File: config.mk
export PLATFORM = sky130hd
export DESIGN_NAME = rvseed_ctrl
export DESIGN_NICKNAME = d
export VERILOG_FILES = /design/src/verilog/rvseed_pkg.sv /design/src/verilog/rvseed_ctrl.sv
export SDC_FILE = /design/constraint.sdc
export NUM_CORES = 1
export LEC_CHECK = 0
export ABC_CLOCK_PERIOD_IN_PS = 3150
export BUFFER_PORTS_ARGS = -buffer_cell sky130_fd_sc_hd__buf_2
export CAP_MARGIN = 40
export CORE_AREA = 3 3 40 42
export DETAILED_ROUTE_END_ITERATION = 7
export DIE_AREA = 0 0 43 45
export PLACE_DENSITY_LB_ADDON = 0.15
export SETUP_SLACK_MARGIN = 0.2
export SYNTH_ARGS = -nofsm -noshare
export SYNTH_HDL_FRONTEND = slang
export SYNTH_SLANG_ARGS = --single-unit
File: constraint.sdc
create_clock -name vclk -period 3.15
set_input_delay 0.1575 -clock vclk [all_inputs]
set_output_delay 0.1575 -clock vclk [all_outputs]
set_load 0.1 [all_outputs]
File: src/verilog/rvseed_pkg.sv
package rvseed_pkg;

    typedef logic [63:0] xlen_t;     // architectural data word
    typedef logic [63:0] addr_t;     // byte address
    typedef logic [31:0] inst_t;
    typedef logic [4:0]  reg_idx_t;

    // ********************************************************************
    // major opcodes
    // ********************************************************************
    localparam logic [6:0] opc_op     = 7'b0110011;
    localparam logic [6:0] opc_op_imm = 7'b0010011;
    localparam logic [6:0] opc_op_32  = 7'b0111011;
    localparam logic [6:0] opc_lui    = 7'b0110111;
    localparam logic [6:0] opc_load   = 7'b0000011;
    localparam logic [6:0] opc_store  = 7'b0100011;
    localparam logic [6:0] opc_branch = 7'b1100011;
    localparam logic [6:0] opc_jal    = 7'b1101111;

    typedef enum logic [3:0] {
        alu_add    = 4'd0,
        alu_sub    = 4'd1,
        alu_and    = 4'd2,
        alu_or     = 4'd3,
        alu_xor    = 4'd4,
        alu_slt    = 4'd5,
        alu_sltu   = 4'd6,
        alu_sll    = 4'd7,
        alu_srl    = 4'd8,
        alu_sra    = 4'd9,
        alu_addw   = 4'd10,
        alu_sllw   = 4'd11,
        alu_pass_b = 4'd12,
        alu_seq    = 4'd13,
        alu_sne    = 4'd14
    } alu_op_e;

    typedef enum logic [1:0] {
        size_bu = 2'd0,   // byte, zero extended
        size_w  = 2'd1,   // word, sign extended
        size_d  = 2'd2
    } mem_size_e;

    typedef enum logic [2:0] {
        br_none = 3'd0,
        br_eq   = 3'd1,
        br_ne   = 3'd2,
        br_lt   = 3'd3,
        br_ltu  = 3'd4,
        br_jal  = 3'd5
    } branch_e;

    typedef struct packed {
        alu_op_e   alu_op;
        logic      src2_imm;   // second alu operand is the immediate
        logic      reg_we;
        logic      mem_rd;
        logic      mem_wr;
        mem_size_e mem_size;
        branch_e   branch;
        logic      wb_pc4;     // write pc+4 back to rd
    } ctrl_t;

    typedef struct packed {
        addr_t       addr;     // doubleword aligned
        xlen_t       wdata;
        logic [7:0]  be;
        logic        we;
    } dmem_req_t;

endpackage

File: src/verilog/rvseed_ctrl.sv
`timescale 1ns/1ps

module rvseed_ctrl import rvseed_pkg::*; (
    input  inst_t instr,
    output ctrl_t ctrl
);

    logic [6:0] opcode;
    logic [2:0] funct3;
    logic [6:0] funct7;

    assign opcode = instr[6:0];
    assign funct3 = instr[14:12];
    assign funct7 = instr[31:25];

    always_comb begin
        ctrl = '0;   // nop unless decoded below
        case (opcode)
            opc_op: begin
                ctrl.reg_we = 1'b1;
                case ({funct7, funct3})
                    {7'h00, 3'b000}: ctrl.alu_op = alu_add;
                    {7'h20, 3'b000}: ctrl.alu_op = alu_sub;
                    {7'h00, 3'b001}: ctrl.alu_op = alu_sll;
                    {7'h00, 3'b010}: ctrl.alu_op = alu_slt;
                    {7'h00, 3'b011}: ctrl.alu_op = alu_sltu;
                    {7'h00, 3'b100}: ctrl.alu_op = alu_xor;
                    {7'h00, 3'b101}: ctrl.alu_op = alu_srl;
                    {7'h20, 3'b101}: ctrl.alu_op = alu_sra;
                    {7'h00, 3'b110}: ctrl.alu_op = alu_or;
                    {7'h00, 3'b111}: ctrl.alu_op = alu_and;
                    default:         ctrl.reg_we = 1'b0;
                endcase
            end
            opc_op_32: begin
                ctrl.reg_we = 1'b1;
                case ({funct7, funct3})
                    {7'h00, 3'b000}: ctrl.alu_op = alu_addw;
                    {7'h00, 3'b001}: ctrl.alu_op = alu_sllw;
                    default:         ctrl.reg_we = 1'b0;
                endcase
            end
            opc_op_imm: begin
                if (funct3 == 3'b000) begin   // addi only
                    ctrl.alu_op   = alu_add;
                    ctrl.src2_imm = 1'b1;
                    ctrl.reg_we   = 1'b1;
                end
            end
            opc_lui: begin
                ctrl.alu_op   = alu_pass_b;
                ctrl.src2_imm = 1'b1;
                ctrl.reg_we   = 1'b1;
            end
            opc_load: begin
                ctrl.alu_op   = alu_add;
                ctrl.src2_imm = 1'b1;
                case (funct3)
                    3'b011: ctrl.mem_size = size_d;
                    3'b010: ctrl.mem_size = size_w;
                    3'b100: ctrl.mem_size = size_bu;
                    default: ctrl.mem_size = size_bu;
                endcase
                ctrl.mem_rd = (funct3 == 3'b011) || (funct3 == 3'b010) || (funct3 == 3'b100);
                ctrl.reg_we = ctrl.mem_rd;
            end
            opc_store: begin
                ctrl.alu_op   = alu_add;
                ctrl.src2_imm = 1'b1;
                case (funct3)
                    3'b011: ctrl.mem_size = size_d;
                    3'b010: ctrl.mem_size = size_w;
                    default: ctrl.mem_size = size_bu;
                endcase
                ctrl.mem_wr = (funct3 == 3'b011) || (funct3 == 3'b010) || (funct3 == 3'b000);
            end
            opc_branch: begin
                case (funct3)
                    3'b000: begin
                        ctrl.alu_op = alu_seq;
                        ctrl.branch = br_eq;
                    end
                    3'b001: begin
                        ctrl.alu_op = alu_sne;
                        ctrl.branch = br_ne;
                    end
                    3'b100: begin
                        ctrl.alu_op = alu_slt;
                        ctrl.branch = br_lt;
                    end
                    3'b110: begin
                        ctrl.alu_op = alu_sltu;
                        ctrl.branch = br_ltu;
                    end
                    default: ctrl.branch = br_none;
                endcase
            end
            opc_jal: begin
                ctrl.branch = br_jal;
                ctrl.reg_we = 1'b1;
                ctrl.wb_pc4 = 1'b1;
            end
            default: ctrl = '0;
        endcase
    end

    // a load and a store never share one instruction slot
    assert final (!(ctrl.mem_rd && ctrl.mem_wr))
        else $error("ctrl: mem_rd and mem_wr both set for instr %h", instr);

endmodule

# Word level (Yosys, flattened, before mapping)
# Cells that the tools add are included.
classes:
  n_eq_ne: 22
  mux: 16
  reduce_logical: 10
op_table:
  columns: ["op", "count"]
  rows:
  - ["$eq A10 B3 Y1 const B", 4]
  - ["$pmux W4 S9", 1]
  - ["$eq A7 B6 Y1 const B", 4]
  - ["$eq A10 B2 Y1 const B", 2]
  - ["$eq A10 B9 Y1 const B", 2]
  - ["$pmux W4 S5", 1]
  - ["$pmux W4 S4", 1]
  - ["$eq A7 B7 Y1 const B", 2]
  - ["$pmux W3 S4", 1]
  - ["$eq A10 B1 Y1 const B", 1]
  - ["$logic_not A10 Y1", 1]
  - ["$reduce_or A10 Y1", 1]
  - ["$pmux W4 S2", 1]
  - ["$eq A7 B2 Y1 const B", 1]
  - ["$eq A7 B5 Y1 const B", 1]
  - ["$eq A3 B2 Y1 const B", 2]
  - ["$eq A3 B3 Y1 const B", 2]
  - ["$pmux W3 S2", 1]
  - ["$reduce_or A2 Y1", 3]
  - ["$mux W1", 5]
  - ["$pmux W1 S5", 1]
  - ["$mux W2", 2]
  - ["$pmux W2 S2", 1]
  - ["$eq A3 B1 Y1 const B", 1]
  - ["4 further kinds", 6]
word_totals:
  register_bits: 0
  input_bits: 32
  out_inout_bits: 14
  word_cells: 48

# Longest topological paths before layout
# Gate-level depths: netlist (run 1).
depth:
  depth_word: 4
  ltp_mapped: 6
  ltp_nobuf: 5

# Worst setup path after synthesis (run 1)
# Ideal clock, no wire load.
synth_timing:
  path_type: "input to output"
  startpoint: "input port instr[3]"
  endpoint: "output port ctrl[10] in the netlist's numbering"
  t_arrival_ns: 4.200
  t_required_ns: 2.992
  setup_slack_ns: -1.207
  cell_stages: 4
  n_path_buf: 1
  cell_sequence: "buf_2 and4bb_2 nand2_1 o311ai_0"
synth_rtl:
  columns: ["element", "line_no", "rtl"]
  rows:
  - ["start, declared", "rvseed_ctrl.sv:4", "input inst_t instr,"]
  - ["end, declared", "rvseed_ctrl.sv:5", "output ctrl_t ctrl"]

==> qor.yml, run 1 <==
leakage_nw: 0.304
grt_pass1_wl_um: 2320
holdBufCountCts: 0
drt-initial-drc-count: 20
path_buf_inv: 2
grt_antenna_before_repair: 0
cts_resized: 0
crit_slowest_cell: "buf_2"
synth_top_area_share_pct: 5.58
firstDrtPassIters: 4
layout.nets: 136
powerDensity_nw_per_um2: 88.3
crit_family: "buffers and inverters"
start_kind: "input port"
cp-end-kind: "output pin"
cp.required_ns: 2.99
die_w_um: 43
status: "complete, no violations"
yosys.area.top_type: "nor3_1"
wl_per_cell_um: 12.9
finalSetupViolCount: 0
netlist_top_cells_area: "nor3_1, buf_2, nand3_1"
seq_cell_count: 0
holdCritPathClass: "input port to output pin"
diodes: 0
globalplace.congestion: 0.850
area_delta_synth_final_pct: 23.7
ys_seq_area_share_pct: 0
routed_wl_um: 1510
io-pin-count: 46
critPathMaxFanout: 4
worst_path_most_repeated_cell: "buf_2"
drc: 0
utilization_pct: 51.8
whs_ns: 0.798
slew_violations: 0
rows: 13
max_cap_violations: 0
grt_max_degree: 19
crit_type: "input port to output pin"
postCtsSetupRepairBufs: 0
io_buffers: 31
worst_pin_slew_ns: 0.473
finalCritPeriodShare_pct: 58.6
viasPerCell: 6.04
yosys_warnings: 0
seqCellArea_um2: 0
cp.arrival_ns: 1.69
place_hpwl_um: 1200
die-area_um2: 1940
ys_types: 39
start_util_pct: 41.9
grt_use_total_pct: 14.7
synth_nets: 112
vias: 707
path_cells: "buf_2 -> nor4_1 -> nand2_1 -> o31a_1 -> o31ai_2 -> buf_2"
critPathMaxStageDelay_ns: 0.45
fin_crit_ns: 1.85
synth_area_um2: 538
ant_nets: 0
drive_gt1_share_pct: 41.2
rsz0062_at_grt: "no"
grt_overflow_total: 0
clockBufferCount: 0
fillers: 143
hold_viol_final: 0
core_area_um2: 1280
clock.fmax_mhz: 541
multiInputGateArea_um2: 480
max-vdd-ir-drop_uv: 70.3
syn_area_per_cell_um2: 6.73
grt_pass1_vias: 537
die_h_um: 45
relSlewSlack_pct: 68.2
syn_inst: 80
## where the power goes
group | switching [mW] | internal, mW
registers | 0 | 0
clock network | 0 | 0
logic | 0.0381 | 0.0207
## cells by family (layout without fill, tap and decap cells)
| logic type | Yosys count | count (layout) | synth area share, % |
|---|---|---|---|
| AO/OA/AOI/OAI | 20 | 20 | 27.0 |
| XOR/XNOR | 2 | 2 | 3.26 |
| buffers and inverters | 12 | 34 | 11.6 |
| AND/OR/NAND/NOR | 46 | 46 | 58.1 |
## path summary, 6_finish.rpt
path | from | end | slack (ns) | depth (start not counted)
setup / recovery | instr[26] | ctrl[11] | 1.30 | 6
hold / removal | instr[6] | ctrl[9] | 0.80 | 3
## through the flow
stage               worst slack [ns]  TNS, ns  std cells  total power, mW  area [um2]
floorplan                     -0.755    -1.55         80           0.0435         543
global placement                1.30        0        117           0.0574         666
detailed placement              1.30        0        117           0.0586         666
CTS                             1.29        0        117           0.0586         666
global route                    1.21        0        117           0.0647         666
finish                          1.30        0        117           0.0588         666
## area by class of cell
cell class | count | share of cell area (%)
Inverter | 3 | 1.69
Tap cell | 15 | 2.82
Multi-Input combinational cell | 68 | 72.2
Timing Repair Buffer | 31 | 23.3
## metal layers
layer | vias to the layer above | share of wire, % | track usage, %
met5 | - | 0 | 0
met3 | 0 | 8.5 | 1.20
li1 | 359 | - | -
met4 | 0 | 0 | 0
met2 | 24 | 48 | 25.4
met1 | 324 | 43 | 21.2
## cell usage in the layout, fill, tap and decap left out, drive strengths merged, types with 2 or more instances in the layout
| cell | instances |
|---|---|
| nor2b | 4 |
| nand3 | 5 |
| a31oi | 2 |
| nor4b | 3 |
| nor2 | 4 |
| nor3b | 2 |
| o21ai | 5 |
| nand3b | 2 |
| a21oi | 3 |
| o31ai | 3 |
| buf | 31 |
| nor4 | 3 |
| nand2 | 5 |
| inv | 3 |
| nand4 | 3 |
| o311ai | 2 |
| nor3 | 7 |
## Yosys cell counts (3+ instances only)
library cell / n
a21oi_1: 3
buf_2: 5
inv_1: 3
nand2_1: 5
nand3_1: 5
nand4_1: 3
nor2_1: 4
nor2b_1: 4
nor3_1: 6
nor4_1: 3
o21ai_0: 5
Note: power is estimated with default switching activity, not from simulation.
==> run 2, diff against run 1 <==
ABC_CLOCK_PERIOD_IN_PS = 1700   (was 3150)
CORE_AREA = 3 3 41 43   (was 3 3 40 42)
DIE_AREA = 0 0 44 46   (was 0 0 43 45)
clock period = 1.7 ns   (was 3.15 ns; I/O delays follow)
==> qor.yml, run 2 (synthesis results as in run 1) <==
die_h_um: 46  # +2.2%
total_power_uw: 165  # +180%
seq_cell_count: 0  # unchanged
seqCellArea_um2: 0  # unchanged
grt_overflow_total: 0  # unchanged
grt_pass1_wl_um: 3390  # +46%
routed_wl_um: 2060  # +36%
final_common_cell: "buf_2"
hold_viol_final: 0  # unchanged
slew_violations: 0  # unchanged
start_kind: "input port"
die_w_um: 44  # +2.3%
leakage_nw: 0.443  # +46%
cp-end-kind: "output pin"
finalCritPeriodShare_pct: 90.7
drive_gt1_share_pct: 65.1  # +24 points
powerDensity_nw_per_um2: 144  # +63%
wl_per_cell_um: 16.6  # +29%
crit_type: "input port to output pin"
core_area_um2: 1330  # +3.8%
fin_crit_ns: 1.54
rsz0062_at_grt: "yes"
io-pin-count: 46  # unchanged
final_cell_mix: "buf_2, buf_12, buf_4"
holdBufCountCts: 0  # unchanged
start_util_pct: 40.3  # -1.5 points
place_hpwl_um: 1580  # +31%
critPathMaxFanout: 4  # unchanged
globalplace.congestion: 0.925  # +8.9%
holdCritPathClass: "input port to output pin"
status: "complete, no violations"
die-area_um2: 2020  # +4.6%
cp.required_ns: 1.62  # -1.37 ns
vias: 812  # +15%
finalSetupViolCount: 0  # unchanged
ant_nets: 0  # unchanged
fillers: 69  # -52%
worst_pin_slew_ns: 0.472  # -0.00113 ns
max_cap_violations: 0  # unchanged
layout.nets: 143  # +5.1%
clockBufferCount: 0  # unchanged
drc: 0  # unchanged
fin_tns_setup_ns: 0  # unchanged
relSlewSlack_pct: 68.3  # +0.12 points
area_delta_synth_final_pct: 113
max-vdd-ir-drop_uv: 129  # +84%
grt_pass1_vias: 748  # +39%
io_buffers: 31  # unchanged
grt_antenna_before_repair: 0  # unchanged
clock.fmax_mhz: 648
grt_use_total_pct: 21.4  # +6.7 points
cp.arrival_ns: 1.46  # -0.23 ns
viasPerCell: 6.55  # +8.4%
drt-initial-drc-count: 28  # +40%
rows: 13  # unchanged
firstDrtPassIters: 4  # unchanged
grt_max_degree: 14  # -5
diodes: 0  # unchanged
-- run 2: cell types whose count changed in the layout (fill, tap and decap cells not counted), moves of 3 or more --
cell     change
buf_12      +12
buf_4        +9
nor3_1       -3
buf_2       -15
nor3_4       +4
nand2_1      -3
nor4b_4      +3
-- run 2: critical path: stages --
cell      delay [ns]
buf_2           0.11
nand3b_4        0.19
or3_4           0.36
o31a_1          0.28
o31ai_4         0.22
buf_12          0.21
-- run 2: per-stage QoR --
stage                     area [um2]  instances  utilization, %  setup slack [ns]  hold slack, ns
final                           1140        124            85.7             0.158           0.599
after global placement          1050        121            79.0            0.0453           0.638
after floorplan                  748         80               -           -0.0812           0.277
after CTS                       1110        123            83.3             0.176           0.653
after detailed placement        1050        121            79.0            0.0336           0.655
after global routing            1140        124            85.7             0.124           0.615
-- run 2: routing by layer --
| metal | part of all wire [%] | global-route usage, % | vias up |
|---|---|---|---|
| li1 | - | - | 372 |
| met1 | 36 | 26.1 | 373 |
| met2 | 52 | 39.5 | 55 |
| met3 | 9.2 | 1.98 | 12 |
| met4 | 2.9 | 5.42 | 0 |
| met5 | 0 | 0 | - |
-- run 2: final cells by class --
cell class | count | area (um2) | area share, %
timing repair buffer | 38 | 395 | 34.6
tap | 15 | 18.8 | 1.64
inverter | 3 | 15.0 | 1.31
multi-input combinational | 68 | 714 | 62.5
-- run 2: power breakdown --
group / switching (mW) / internal, mW / leakage, nW
clock network: 0 / 0 / 0
registers: 0 / 0 / 0
logic: 0.104 / 0.0606 / 0.443
total: 0.104 / 0.0606 / 0.443
-- run 2: worst paths after layout --
check | cells after the start | from | end
worst max-delay path | 6 | instr[2] | ctrl[11]
worst min-delay path | 3 | instr[13] | ctrl[1]
-- run 2: timing repair --
item / in CTS / in global routing
endpoints found under the hold margin: 0 / 0
pin swaps: 2 / 2
setup buffers: 2 / 1
setup endpoints to repair: 5 / 5
gates resized for setup: 7 / 7
==> run 3, diff against run 2 <==
ABC_AREA = 1   (was unset)
CORE_AREA = 3 3 42 44   (was 3 3 41 43)
DIE_AREA = 0 0 45 47   (was 0 0 44 46)
==> qor.yml, run 3 <==
drive_gt1_share_pct: 41.1  # -24 points
synth_nets: 149  # +33%
grt_pass1_vias: 746  # -0.27%
finalSetupViolCount: 0  # unchanged
top_usage_layer: "met2"
total_power_uw: 134  # -19%
syn_area_per_cell_um2: 5.24  # -22%
fin_crit_ns: 1.39  # -0.153 ns
ant_nets: 0  # unchanged
rsz0062_at_grt: "no"
clockBufferCount: 0  # unchanged
seqCellArea_um2: 0  # unchanged
final_cell_mix: "nand2_1, buf_2, nor2_1, inv_1, nand3_1"
rows: 14  # +1
grtUsageMet1_pct: 24.1  # -2.0 points
grt_pass1_wl_um: 2990  # -12%
dpl-instance-area_um2: 986  # -6.4%
layout.nets: 180  # +26%
start_kind: "input port"
crit_type: "input port to output pin"
post-synth-top-count-cell: "nand2_1"
io-pin-count: 46  # unchanged
worst_pin_slew_ns: 0.487  # +0.0150 ns
grt_overflow_total: 0  # unchanged
hold_viol_final: 0  # unchanged
routed_wl_um: 1730  # -16%
leakage_nw: 0.471  # +6.4%
min_from: "instr[6]"
dp_cells: 162  # +34%
fin_area_um2: 986  # -14%
syn_inst: 117  # +46%
relSlewSlack_pct: 67.7  # -0.54 points
min_path_cells: 3  # unchanged
holdBufCountCts: 0  # unchanged
postCtsSetupRepairBufs: 0  # -2
final_common_cell: "nand2_1"
synthAdderAreaFrac_pct: 0  # unchanged
area_delta_synth_final_pct: 60.8
max-vdd-ir-drop_uv: 100  # -22%
drt-initial-drc-count: 3  # -89%
die_w_um: 45  # +2.3%
synth_compound_area_share_pct: 7.96  # -19 points
ys_types: 21  # -46%
setup_ws_ns: 0.310  # +0.153 ns
status: "complete, no violations"
diodes: 0  # unchanged
cp.required_ns: 1.62  # about the same
grt_use_total_pct: 17.9  # -3.5 points
fillers: 138  # +100%
yosys.area_share.simple_pct: 76.7  # +19 points
synth_top_family_by_area: "simple AND/OR/NAND/NOR gates"
yosys.area.top_type: "nand2_1"
ys_top_cells_by_count: "nand2_1, nor2_1, inv_1"
min_to: "ctrl[7]"
synth_top_area_share_pct: 14.7  # +9.1 points
holdCritPathClass: "input port to output pin"
core_area_um2: 1470  # +10%
drc: 0  # unchanged
synth_area_um2: 613  # +14%
cts_resized: 0  # -7
die-area_um2: 2120  # +4.5%
slew_violations: 0  # unchanged
seq_cell_count: 0  # unchanged
grtUsageMet3_pct: 0  # -2.0 points
io_buffers: 31  # unchanged
finalCritPeriodShare_pct: 81.8  # -9.0 points
vias: 818  # +0.74%
wl_per_cell_um: 10.7  # -35%
yosys_warnings: 0  # unchanged
max_cap_violations: 0  # unchanged
powerDensity_nw_per_um2: 136  # -5.8%
place_ws_ns: 0.309  # +0.275 ns
clock.fmax_mhz: 720  # +11%
die_h_um: 47  # +2.2%
muxShareOfSynthArea_pct: 0  # unchanged
viasPerCell: 5.05  # -23%
grt_use_met2_pct: 32.8  # -6.8 points
place_hpwl_um: 1550  # -2.0%
start_util_pct: 41.7  # +1.3 points
critPathMaxFanout: 4  # unchanged
netlist_top_cells_area: "nand2_1, nand3_1, nor2_1"
firstDrtPassIters: 4  # unchanged
ys_seq_area_share_pct: 0  # unchanged
globalplace.congestion: 0.848  # -8.3%
synth_xor_area_share_pct: 0  # -3.3 points
cp-end-kind: "output pin"
multiInputGateArea_um2: 589  # -18%
final_cells: 162  # +31%
grt_max_degree: 10  # -4
cp.arrival_ns: 1.30  # -0.16 ns
grt_antenna_before_repair: 0  # unchanged
==> run 3: changes by cell type after synthesis, sizes merged, moves of 3 or more <==
cell | previous run | this run
buf | 7 | 2
nor2b | 4 | 0
nor3 | 7 | 11
nor2 | 4 | 27
nor4b | 3 | 0
inv | 3 | 19
nand2 | 5 | 27
nand3 | 5 | 17
==> run 3: worst max-delay path by stage <==
| stage | from | endpoint | slack, ns | cells after the start |
|---|---|---|---|---|
| floorplan | instr[1] | ctrl[3] | -0.27 | 4 |
| global placement | instr[5] | ctrl[1] | 0.34 | 6 |
| detailed placement | instr[5] | ctrl[1] | 0.31 | 6 |
| CTS | instr[5] | ctrl[1] | 0.31 | 6 |
| global route | instr[5] | ctrl[1] | 0.20 | 6 |
| finish | instr[5] | ctrl[1] | 0.31 | 6 |
==> run 3: final cells by class <==
cell class	instances	area share [%]
multi-input cells	96	59.8
inverters	19	7.23
well taps	16	2.03
repair buffers	31	31.0
==> run 3: stage by stage <==
stage | setup TNS (ns) | hold slack (ns) | util, %
finish | 0 | 0.492 | 67.0
global route | 0 | 0.512 | 67.0
CTS | 0 | 0.494 | 67.0
detailed placement | 0 | 0.494 | 67.0
global placement | 0 | 0.491 | 67.0
floorplan | -0.739 | 0.285 | -
==> run 3: metal layers <==
metal  up-vias  routed length (um)
li1        441                   -
met3         2                  83
met2        21                 881
met4         0                   8
met5         -                   0
met1       354                 760
==> run 3: logic make-up (layout without fill, tap and decap cells) <==
| kind of cell | count (synthesis) | count (layout) |
|---|---|---|
| buf+inv | 21 | 50 |
| simple gates | 87 | 87 |
| compound gates | 9 | 9 |
==> run 3: power by group <==
| part | internal [mW] | switching [mW] | total [mW] |
|---|---|---|---|
| combinational | 0.0413 | 0.0924 | 0.134 |
| sequential | 0 | 0 | 0 |
| clock | 0 | 0 | 0 |
| total | 0.0413 | 0.0924 | 0.134 |
==> run 3: worst max-delay path: stages <==
cell and delay [ns]:
buf_2 0.16, inv_2 0.07, nor3_2 0.19, nand4_1 0.22, o21ai_1 0.14, buf_2 0.44
